$ cat config.mk
export PLATFORM = sky130hd
export DESIGN_NAME = soc_bus_top
export DESIGN_NICKNAME = d
export VERILOG_FILES = /design/src/logic/soc_pkg.sv /design/src/logic/soc_bus_top.sv /design/src/logic/interval_timer.sv /design/src/logic/scratch_ram.sv /design/src/logic/boot_rom.sv /design/src/logic/irq_priority.sv /design/src/logic/bus_decoder.sv
export SDC_FILE = /design/constraint.sdc
export NUM_CORES = 2
export LEC_CHECK = 0
export ABC_CLOCK_PERIOD_IN_PS = 14500
export CAP_MARGIN = 20
export CORE_UTILIZATION = 55
export CTS_BUF_LIST = sky130_fd_sc_hd__clkbuf_8 sky130_fd_sc_hd__clkbuf_16
export CTS_CLUSTER_DIAMETER = 100
export CTS_CLUSTER_SIZE = 16
export DETAILED_ROUTE_END_ITERATION = 6
export DONT_BUFFER_PORTS = 1
export PLACE_DENSITY_LB_ADDON = 0.15
export SLEW_MARGIN = 40
export SYNTH_ARGS = -nofsm -noshare
export SYNTH_HDL_FRONTEND = slang
export SYNTH_SLANG_ARGS = --single-unit
export TNS_END_PERCENT = 30
$ cat constraint.sdc
create_clock -name sysclock -period 14.5 [get_ports sysclock]
set_clock_uncertainty 0.2 [all_clocks]
set_input_delay 3.625 -clock sysclock [delete_from_list [all_inputs] [get_ports sysclock]]
set_output_delay 3.625 -clock sysclock [all_outputs]
set_load 0.02 [all_outputs]
$ cat src/rom_init.hex
// one 32-bit ROM word per line, word 0 first
3c1c0001
279c8000
3c1d0001
27bd0ff0
0c000010
00000000
1000ffff
00000000
afbf001c
afbe0018
03a0f021
8fc20000
24420001
afc20000
03e00008
27bd0020

$ cat src/logic/soc_pkg.sv
package soc_pkg;

  // bus widths
  localparam int ADDR_W = 32;
  localparam int DATA_W = 32;
  localparam int SEL_W  = 4;

  // memory depths and word-index widths
  localparam int ROM_WORDS = 16;
  localparam int RAM_WORDS = 64;
  localparam int ROM_AW    = $clog2(ROM_WORDS);
  localparam int RAM_AW    = $clog2(RAM_WORDS);
  localparam int TMR_AW    = 3;

  // region is address bits 15:12, upper half must be zero
  localparam logic [3:0] REGION_ROM   = 4'd0;
  localparam logic [3:0] REGION_RAM   = 4'd1;
  localparam logic [3:0] REGION_TIMER = 4'd2;

  typedef enum logic [2:0] {
    cs_none,
    cs_rom,
    cs_ram,
    cs_timer,
    cs_fault
  } chip_sel_e;

  typedef enum logic [2:0] {
    irq_none   = 3'd0,
    irq_fault  = 3'd1,
    irq_timer0 = 3'd2,
    irq_timer1 = 3'd3,
    irq_timer2 = 3'd4,
    irq_timer3 = 3'd5,
    irq_ext0   = 3'd6,
    irq_ext1   = 3'd7
  } irq_code_e;

  // timer word offsets
  localparam int TIMERS = 4;
  localparam logic [TMR_AW-1:0] TMR_CMP0 = 3'd0;
  localparam logic [TMR_AW-1:0] TMR_CMP1 = 3'd1;
  localparam logic [TMR_AW-1:0] TMR_CMP2 = 3'd2;
  localparam logic [TMR_AW-1:0] TMR_CMP3 = 3'd3;
  localparam logic [TMR_AW-1:0] TMR_CTRL = 3'd4;
  localparam logic [TMR_AW-1:0] TMR_STAT = 3'd5;

  localparam string ROM_FILE = "/design/src/rom_init.hex";

endpackage

interface wb_if import soc_pkg::*; ();
  logic              cyc;
  logic              stb;
  logic              we;
  logic [SEL_W-1:0]  sel;
  logic [ADDR_W-1:0] adr;
  logic [DATA_W-1:0] dat_w;
  logic [DATA_W-1:0] dat_r;
  logic              ack;

  modport master (output cyc, stb, we, sel, adr, dat_w, input dat_r, ack);
  modport slave  (input cyc, stb, we, sel, adr, dat_w, output dat_r, ack);
endinterface
$ cat src/logic/soc_bus_top.sv
module soc_bus_top import soc_pkg::*; (
  input  logic              sysclock,
  input  logic              rst_i,
  input  logic              cyc_i,
  input  logic              we_i,
  input  logic [SEL_W-1:0]  sel_i,
  input  logic [ADDR_W-1:0] adr_i,
  input  logic [DATA_W-1:0] dat_i,
  input  logic              int_en_i,
  input  logic [1:0]        ext_irq_i,
  output logic [DATA_W-1:0] dat_o,
  output logic              ack_o,
  output logic              fault_o,
  output irq_code_e         irq_code_o
);

  chip_sel_e         cs;
  logic              fault_ack;
  logic [TIMERS-1:0] tmr_pend;

  wb_if rom_bus ();
  wb_if ram_bus ();
  wb_if tmr_bus ();

  // shared request lines, strobe per slave
  assign rom_bus.cyc   = cyc_i;
  assign rom_bus.stb   = (cs == cs_rom);
  assign rom_bus.we    = we_i;
  assign rom_bus.sel   = sel_i;
  assign rom_bus.adr   = adr_i;
  assign rom_bus.dat_w = dat_i;

  assign ram_bus.cyc   = cyc_i;
  assign ram_bus.stb   = (cs == cs_ram);
  assign ram_bus.we    = we_i;
  assign ram_bus.sel   = sel_i;
  assign ram_bus.adr   = adr_i;
  assign ram_bus.dat_w = dat_i;

  assign tmr_bus.cyc   = cyc_i;
  assign tmr_bus.stb   = (cs == cs_timer);
  assign tmr_bus.we    = we_i;
  assign tmr_bus.sel   = sel_i;
  assign tmr_bus.adr   = adr_i;
  assign tmr_bus.dat_w = dat_i;

  bus_decoder decoder0 (
    .sysclock    (sysclock),
    .rst_i       (rst_i),
    .cyc_i       (cyc_i),
    .adr_i       (adr_i),
    .sel_o       (cs),
    .fault_o     (fault_o),
    .fault_ack_o (fault_ack)
  );

  boot_rom rom0 (.sysclock(sysclock), .rst_i(rst_i), .bus(rom_bus));

  scratch_ram ram0 (.sysclock(sysclock), .rst_i(rst_i), .bus(ram_bus));

  interval_timer timer0 (
    .sysclock (sysclock),
    .rst_i    (rst_i),
    .bus      (tmr_bus),
    .pend_o   (tmr_pend)
  );

  irq_priority irq0 (
    .int_en_i     (int_en_i),
    .fault_i      (fault_o),
    .timer_pend_i (tmr_pend),
    .ext_irq_i    (ext_irq_i),
    .irq_code_o   (irq_code_o)
  );

  // unmapped reads give zero
  always_comb begin
    case (cs)
      cs_rom:   dat_o = rom_bus.dat_r;
      cs_ram:   dat_o = ram_bus.dat_r;
      cs_timer: dat_o = tmr_bus.dat_r;
      default:  dat_o = '0;
    endcase
  end

  always_comb begin
    case (cs)
      cs_rom:   ack_o = rom_bus.ack;
      cs_ram:   ack_o = ram_bus.ack;
      cs_timer: ack_o = tmr_bus.ack;
      cs_fault: ack_o = fault_ack;
      default:  ack_o = 1'b0;
    endcase
  end

endmodule

$ cat src/logic/interval_timer.sv
module interval_timer import soc_pkg::*; (
  input  logic              sysclock,
  input  logic              rst_i,
  wb_if.slave               bus,
  output logic [TIMERS-1:0] pend_o
);

  logic [DATA_W-1:0] cmp_q [TIMERS];
  logic [DATA_W-1:0] cnt_q [TIMERS];
  logic [TIMERS-1:0] en_q;
  logic [TIMERS-1:0] pend_q;
  logic [TIMERS-1:0] hit;
  logic [TIMERS-1:0] clr;
  logic [DATA_W-1:0] rd_data;
  logic [DATA_W-1:0] dat_q;
  logic [TMR_AW-1:0] off;
  logic              ack_q;
  logic              access;
  logic              wr;

  assign off    = bus.adr[TMR_AW+1:2];
  assign access = bus.cyc & bus.stb & ~ack_q;
  assign wr     = access & bus.we;

  always_comb begin
    for (int i = 0; i < TIMERS; i++) begin
      hit[i] = en_q[i] && (cnt_q[i] == cmp_q[i]);
    end
  end

  // write one to clear
  assign clr = (wr && off == TMR_STAT) ? bus.dat_w[TIMERS-1:0] : '0;

  always_comb begin
    case (off)
      TMR_CMP0, TMR_CMP1, TMR_CMP2, TMR_CMP3: rd_data = cmp_q[off[1:0]];
      TMR_CTRL: rd_data = DATA_W'(en_q);
      TMR_STAT: rd_data = DATA_W'(pend_q);
      default:  rd_data = '0;
    endcase
  end

  always_ff @(posedge sysclock or posedge rst_i) begin
    if (rst_i) begin
      ack_q <= 1'b0;
      en_q  <= '0;
      for (int i = 0; i < TIMERS; i++) begin
        cmp_q[i] <= '0;
      end
    end else begin
      ack_q <= access;
      if (wr) begin
        case (off)
          TMR_CMP0, TMR_CMP1, TMR_CMP2, TMR_CMP3: cmp_q[off[1:0]] <= bus.dat_w;
          TMR_CTRL: en_q <= bus.dat_w[TIMERS-1:0];
          default: ;
        endcase
      end
    end
  end

  always_ff @(posedge sysclock or posedge rst_i) begin
    if (rst_i) begin
      pend_q <= '0;
      for (int i = 0; i < TIMERS; i++) begin
        cnt_q[i] <= '0;
      end
    end else begin
      // a new hit beats a clear in the same cycle
      pend_q <= (pend_q & ~clr) | hit;
      for (int i = 0; i < TIMERS; i++) begin
        if (!en_q[i] || hit[i]) begin
          cnt_q[i] <= '0;
        end else begin
          cnt_q[i] <= cnt_q[i] + 1'b1;
        end
      end
    end
  end

  always_ff @(posedge sysclock) begin
    if (access) begin
      dat_q <= rd_data;
    end
  end

  assign bus.dat_r = dat_q;
  assign bus.ack   = ack_q;
  assign pend_o    = pend_q;

endmodule

$ cat src/logic/scratch_ram.sv
module scratch_ram import soc_pkg::*; (
  input logic sysclock,
  input logic rst_i,
  wb_if.slave bus
);

  logic [DATA_W-1:0] mem [RAM_WORDS];
  logic [RAM_AW-1:0] idx;
  logic [DATA_W-1:0] dat_q;
  logic              ack_q;
  logic              access;

  assign idx = bus.adr[RAM_AW+1:2];

  // accepted once per request, on the edge that raises ack
  assign access = bus.cyc & bus.stb & ~ack_q;

  always_ff @(posedge sysclock or posedge rst_i) begin
    if (rst_i) begin
      ack_q <= 1'b0;
    end else begin
      ack_q <= access;
    end
  end

  always_ff @(posedge sysclock) begin
    if (access) begin
      if (bus.we) begin
        // per byte lane
        for (int i = 0; i < SEL_W; i++) begin
          if (bus.sel[i]) begin
            mem[idx][8*i +: 8] <= bus.dat_w[8*i +: 8];
          end
        end
      end
      dat_q <= mem[idx];
    end
  end

  assign bus.dat_r = dat_q;
  assign bus.ack   = ack_q;

endmodule

$ cat src/logic/boot_rom.sv
module boot_rom import soc_pkg::*; (
  input logic sysclock,
  input logic rst_i,
  wb_if.slave bus
);

  logic [DATA_W-1:0] mem [ROM_WORDS];
  logic [ROM_AW-1:0] adr_q;
  logic [DATA_W-1:0] dat_q;
  logic [1:0]        rd_pipe;
  logic              wr_ack;
  logic              req;
  logic              rd_req;

  initial begin
    $readmemh(ROM_FILE, mem);
  end

  assign req = bus.cyc & bus.stb;
  // one read per request, held off until the pipe has drained
  assign rd_req = req & ~bus.we & ~|rd_pipe;

  always_ff @(posedge sysclock or posedge rst_i) begin
    if (rst_i) begin
      rd_pipe <= 2'b00;
      wr_ack  <= 1'b0;
    end else if (!bus.stb) begin
      rd_pipe <= 2'b00;
      wr_ack  <= 1'b0;
    end else begin
      rd_pipe <= {rd_pipe[0], rd_req};
      // writes are dropped, just acknowledged
      wr_ack  <= req & bus.we & ~wr_ack;
    end
  end

  always_ff @(posedge sysclock) begin
    if (rd_req) begin
      adr_q <= bus.adr[ROM_AW+1:2];
    end
    dat_q <= mem[adr_q];
  end

  assign bus.dat_r = dat_q;
  assign bus.ack   = rd_pipe[1] | wr_ack;

endmodule

$ cat src/logic/irq_priority.sv
module irq_priority import soc_pkg::*; (
  input  logic              int_en_i,
  input  logic              fault_i,
  input  logic [TIMERS-1:0] timer_pend_i,
  input  logic [1:0]        ext_irq_i,
  output irq_code_e         irq_code_o
);

  // fault first, then timers high to low, then external lines
  always_comb begin
    irq_code_o = irq_none;
    if (int_en_i) begin
      if (fault_i) begin
        irq_code_o = irq_fault;
      end else if (timer_pend_i[3]) begin
        irq_code_o = irq_timer3;
      end else if (timer_pend_i[2]) begin
        irq_code_o = irq_timer2;
      end else if (timer_pend_i[1]) begin
        irq_code_o = irq_timer1;
      end else if (timer_pend_i[0]) begin
        irq_code_o = irq_timer0;
      end else if (ext_irq_i[0]) begin
        irq_code_o = irq_ext0;
      end else if (ext_irq_i[1]) begin
        irq_code_o = irq_ext1;
      end
    end
  end

endmodule

$ cat src/logic/bus_decoder.sv
module bus_decoder import soc_pkg::*; (
  input  logic              sysclock,
  input  logic              rst_i,
  input  logic              cyc_i,
  input  logic [ADDR_W-1:0] adr_i,
  output chip_sel_e         sel_o,
  output logic              fault_o,
  output logic              fault_ack_o
);

  always_comb begin
    sel_o = cs_none;
    if (cyc_i) begin
      // anything not matched below is a fault
      sel_o = cs_fault;
      if (adr_i[ADDR_W-1:16] == '0) begin
        case (adr_i[15:12])
          REGION_ROM:   if (adr_i[11:ROM_AW+2] == '0) sel_o = cs_rom;
          REGION_RAM:   if (adr_i[11:RAM_AW+2] == '0) sel_o = cs_ram;
          REGION_TIMER: if (adr_i[11:TMR_AW+2] == '0) sel_o = cs_timer;
          default: ;
        endcase
      end
    end
  end

  assign fault_o = (sel_o == cs_fault);

  // terminate unmapped cycles so the master never hangs
  always_ff @(posedge sysclock or posedge rst_i) begin
    if (rst_i) begin
      fault_ack_o <= 1'b0;
    end else begin
      fault_ack_o <= fault_o & ~fault_ack_o;
    end
  end

endmodule

Yosys cells after proc, flatten, opt, wreduce, memory -nomap -nowiden --
Memories as Yosys holds them, arrays and structs flattened. A register that Yosys moved wholly into a read port is not among the register bits. Cells that the tools add are included.
Word-level totals: logic and storage cells 131, output and inout port bits 37, memories kept 1, input port bits 75, bits in writable memories 2048, register bits after elaboration 334
Memory list:
- ram0.mem | depth 64, bits a word 32, rd ports 1, clocked after memory_dff 1, wr ports 1, line scratch_ram.sv:7 | logic [DATA_W-1:0] mem [RAM_WORDS];
Cells by class: equal/unequal tests 15, bitwise operators 21, magnitude comparators 2, reduce and logical (&&, ||, !) cells 25, multiplexer cells 46, add/subtract/negate cells 4
Operators by type and width (count):
- $mux 32 | 7
- $pmux 32 s3 | 2
- $add 32x1->32 const B | 4
- $bwmux 128 | 1
- $eq 32x32->1 | 4
- $bmux 32 s2 | 1
- $demux 32 s2 | 1
- $mux 3 | 13
- $mux 1 | 17
- $logic_not 16->1 | 1
- $eq 3x2->1 const B | 4
- $and 1x1->1 | 11
- $eq 3x3->1 const B | 3
- $pmux 3 s3 | 1
- $logic_not 4->1 | 2
- $logic_not 7->1 | 1
- $eq 3x1->1 const B | 2
- $logic_and 1x1->1 | 6
- $logic_not 6->1 | 1
- $logic_not 1->1 | 5
- $not 1->1 | 5
- $and 4x4->4 | 1
- $eq 4x1->1 const B | 1
- $eq 4x2->1 const B | 1
- 14 further kinds | 18

Longest topological paths before layout --
word-level depth 14, mapped depth 11, depth with buffers taken out 6

By module --
From an unflattened synthesis, not the netlist that was laid out.
Second synthesis, totals: cell total of the unflattened synthesis 6031, area total of the unflattened synthesis 96926.7 um^2
Modules (own cells, without submodules):
- scratch_ram | seq. area each 62484.9 um^2, instances 1, area an instance 80501.0 um^2, cells each 4622
- interval_timer | seq. area each 7592.3 um^2, instances 1, area an instance 14674.1 um^2, cells each 1210
- soc_bus_top | seq. area each 0.0 um^2, instances 1, area an instance 1117.3 um^2, cells each 123
- boot_rom | seq. area each 75.1 um^2, instances 1, area an instance 365.4 um^2, cells each 42
- bus_decoder | seq. area each 25.0 um^2, instances 1, area an instance 200.2 um^2, cells each 24
- irq_priority | seq. area each 0.0 um^2, instances 1, area an instance 68.8 um^2, cells each 10

Worst setup path after synthesis --
No wires, ideal clock.
kind input port to output port, start point input port adr_i[6], end point output port irq_code_o[2], buffers on the path 2, slack 5.293 ns, stages on the path 7, arrival time 5.382 ns, data required time 10.675 ns, cells stage by stage buf_2 -> or3_1 -> clkbuf_1 -> o21ai_0 -> a21oi_1 -> o31a_1 -> a211oi_1
Between the ends: word-level cells in the longest chain between the ends 8, elaborated cells between the ends (all ways) 10, those cells by class 1 x eq/ne; 7 x mux; 2 x reduce/logical
RTL lines:
- start: declaration | line soc_bus_top.sv:7 | input logic [ADDR_W-1:0] adr_i,
- $logic_not 7->1 / $logic_not 6->1 (equally long branches) | line bus_decoder.sv:20, bus_decoder.sv:18
- $mux 3 (on tied branches) | line bus_decoder.sv:20, bus_decoder.sv:18
- $pmux 3 s3 (*) | line bus_decoder.sv:17 | case (adr_i[15:12])
- $mux 3 (*) | line bus_decoder.sv:16 | if (adr_i[ADDR_W-1:16] == '0) begin
- $mux 3 (*) | line bus_decoder.sv:13 | if (cyc_i) begin
- $eq 3x3->1 (*) | line bus_decoder.sv:27 | assign fault_o = (sel_o == cs_fault);
- net fault_o | line soc_bus_top.sv:13 | output logic fault_o,
- $mux 3 (*) | line irq_priority.sv:13 | if (fault_i) begin
- $mux 3 (*) | line irq_priority.sv:12 | if (int_en_i) begin
- end: declaration | line soc_bus_top.sv:14 | output irq_code_e irq_code_o
Mark *: on every way through the listed nets, which the timed path passes. The rest lies on a longest branch.

Worst setup path after layout --
start point input port adr_i[8], end point output port dat_o[28]
Between the ends: word-level cells in the longest chain between the ends 7, elaborated cells between the ends (all ways) 13, those cells by class 3 x eq/ne; 7 x mux; 3 x reduce/logical
RTL lines:
- $logic_not 7->1 (tied with other cells) | line bus_decoder.sv:20 | REGION_TIMER: if (adr_i[11:TMR_AW+2] == '0) sel_o = cs_timer;
- $mux 3 (on tied branches) | line bus_decoder.sv:20, bus_decoder.sv:18, bus_decoder.sv:19
- $pmux 3 s3 (*) | line bus_decoder.sv:17
- $mux 3 (*) | line bus_decoder.sv:16
- $mux 3 (*) | line bus_decoder.sv:13
- $eq 3x2->1 / $eq 3x1->1 (equally long branches) | line soc_bus_top.sv:78 | case (cs)
- $pmux 32 s3 (*) | line soc_bus_top.sv:78
- end: declaration | line soc_bus_top.sv:11 | output logic [DATA_W-1:0] dat_o,
Every way passes the cells marked *; elsewhere a longest branch is shown, timed or not.

==> results.toml <==
[status]
status = "complete, but fails checks"
failed_checks = "DRC"

[global_route]
grt_antenna_before_repair = 29
grt_max_degree = 557
track_usage_pct = 29.19
grt_pass1_wl_um = 354100
grt_pass1_vias = 46910
gr-total-overflow = 0

[synth]
synth-edff-count = 2112
synth_top_family_by_area = "multiplexers"
async_flop_share_pct = 11.34
synthAdderAreaFrac_pct = 0.05241
muxShareOfSynthArea_pct = 16.84
netlist_area_um2 = 95500
synth_cells = 4903
avgSynthCellArea_um2 = 19.48
synth-simple-area-share_pct = 4.248
synthFlopType = "edfxtp_1"
synth_xor_xnor_area_share_pct = 2.146
ys_seq_elements = 2382
synth-compound-area-share_pct = 1.720
synth_nets = 4982
synth_cell_types = 63
yosysWarnings = 0
yosysSeqAreaShare_pct = 73.49

[worst_setup_path]
cp.arrival_ns = 6.12
worst_setup_path_start_kind = "input port"
crit_fanout = 20
crit_type = "input port to output pin"
end_kind = "output pin"
cp.required_ns = 10.68

[die]
core-area_um2 = 172100
rows = 152
io_pins = 112
die_area_um2 = 175300
dieHeight_um = 418.7
start_util_pct = 55.48
die_w_um = 418.7

[clock_tree]
cts-htree-levels = 4
clock_path_buffers = 3
cts_root_buf = "clkbuf_16"
tritoncts = "done"
worstSkewPairLatency_ns = 0.82
ctsResizeCount = 0
cts_sinks = 2382
ctsHoldBuffers = 0
post_cts_buffers = 0
cts_buffers = 166
cts.clk_slew.worst_paths_ns = 0.07

[placement]
dp.cells = 6991
gp_congestion = 0.8849
dpl.hpwl_um = 156000
dpl_cell_area_um2 = 97650
io_buffers = 0

[power]
p_per_area_nw_per_um2 = 119.5
ir_drop_v = 0.0001152
power.total_w = 0.01228
p_leak_nw = 33.99

[layout]
area.growth.synth_to_final_pct = 7.554
final_net_count = 4939
fillers = 12370
drive_gt1_share_pct = 21.54
fin_area_um2 = 102700
layout_common_cells = "2112 x edfxtp_1, 543 x mux4_2, 291 x nor2_1"
instances_no_fill = 7220
final_common_cell = "edfxtp_1"

[flow_run]
drv_cap = 0

[timing]
rsz0062_at_grt = "false"
fin_crit_ns = 9.941
max_freq_ghz = 0.1006
relSlewSlack_pct = 29.50
maxSlewViolCount = 0
worst_pin_slew_ns = 1.055
hold_viol = 0
fin_setup_tns_ns = 0
holdWs_ns = 0.2389
finalCritPeriodShare_pct = 68.56
setup_viol_count_final = 0

[drt]
ant_nets = 0
via_per_inst = 6.623
drc_errors = 65
drt_iter0_markers = 6215
totalWireLength_um = 254100
route.vias.total = 47820
dr.pass1.iters = 7
wire_per_inst_um = 35.19

[min_path]
hold_class = "flip-flop to flip-flop"
## sequential cells by signal, summed over array words and instances (netlist names)
signal and cells:
timer0.cnt_q 128, ram0.bus.ack 1, ram0.mem 2048, rom0.rd_pipe 2, timer0.en_q 4, timer0.pend_o 4, ram0.bus.dat_r 32, timer0.cmp_q 128
timer0.bus.ack 1, rom0.wr_ack 1, decoder0.fault_ack_o 1, timer0.bus.dat_r 32
## kinds of logic after synthesis
group	count (synthesis)
XOR/XNOR	234
buffers and inverters	281
flip-flops	2382
AO/OA/AOI/OAI	239
adder cells (fa/ha/maj)	4
AND/OR/NAND/NOR	855
multiplexers	908
## cell usage after synthesis, types with 21 or more instances
| master | number | area [um^2] |
|---|---|---|
| nand2_1 | 128 | 480.5 |
| dfrtp_1 | 270 | 6756 |
| buf_1 | 22 | 82.58 |
| nand3_1 | 60 | 300.3 |
| mux4_2 | 543 | 12230 |
| o21ai_0 | 21 | 105.1 |
| and2_1 | 30 | 187.7 |
| nand4_1 | 52 | 325.3 |
| nor4_1 | 41 | 256.5 |
| mux2i_1 | 228 | 2282 |
| mux2_2 | 115 | 1295 |
| buf_2 | 53 | 265.3 |
| xor2_1 | 209 | 1831 |
| o22ai_1 | 100 | 625.6 |
| nor3_1 | 28 | 140.1 |
| edfxtp_1 | 2112 | 63420 |
| a22o_1 | 37 | 324.1 |
| a21oi_1 | 24 | 120.1 |
| nor2_1 | 399 | 1498 |
| xnor2_1 | 25 | 219.0 |
| clkbuf_1 | 132 | 495.5 |
| buf_4 | 35 | 262.8 |
| and3_1 | 23 | 143.9 |
## critical path: stages
cell,delay (ns)
nor4_2,0.36
nand3_1,0.20
nor4_2,0.58
nor3b_4,0.60
buf_4,0.40
a22o_1,0.33
## metrics by stage
step / setup WS [ns] / utilization [%]
2_1_floorplan: 3.236 / -
3_3_place_gp: 4.648 / 56.61
3_5_place_dp: 4.564 / 56.73
4_1_cts: 4.570 / 59.34
5_1_grt: 4.378 / 59.66
6_report: 4.559 / 59.67
## area by class of cell
class | instances | area (um^2) | share of cell area [%]
Antenna cell | 12 | 30.03 | 0.02924
Clock buffer | 167 | 4179 | 4.069
Clock inverter | 39 | 309.0 | 0.3009
Inverter | 18 | 87.58 | 0.08527
Multi-Input combinational cell | 2240 | 24380 | 23.73
Sequential cell | 2382 | 70180 | 68.33
Tap cell | 2310 | 2890 | 2.814
Timing Repair Buffer | 52 | 658.1 | 0.6408
## routing by layer
layer / routed length (um) / share of wire, % / vias up / GRT usage [%]
met5: 261 / 0.10 / - / 1.361
met4: 9959 / 3.9 / 22 / 10.66
met3: 23300 / 9.2 / 430 / 6.545
met2: 120500 / 47 / 2179 / 45.19
met1: 100100 / 39 / 25580 / 40.93
li1: - / - / 19610 / -
## power breakdown
| group | switching [W] | internal [W] |
|---|---|---|
| clock network | 0.00226 | 0.00207 |
| logic | 0.000294 | 0.000191 |
| registers | 0.000000113 | 0.00746 |
## path summary, 6_finish.rpt
check / from / end / slack, ns / cells after the start
max: adr_i[8] / dat_o[28] / 4.56 / 6
min: rom0.rd_pipe[0]$_DFF_PP0_ / rom0.rd_pipe[0]$_DFF_PP0_ / 0.24 / 1
max reg2reg: ram0.mem[12][18]$_DFFE_PP_ / ram0.bus.dat_r[18]$_DFFE_PP_ / 11.32 / 4
min reg2reg: rom0.rd_pipe[0]$_DFF_PP0_ / rom0.rd_pipe[0]$_DFF_PP0_ / 0.24 / 1
max in group asynchronous: rst_i / timer0.cnt_q[84]$_DFF_PP0_ / 9.79 / 3
min in group asynchronous: rst_i / timer0.cnt_q[9]$_DFF_PP0_ / 2.48 / 1
Power figures use the tool's default switching activity.
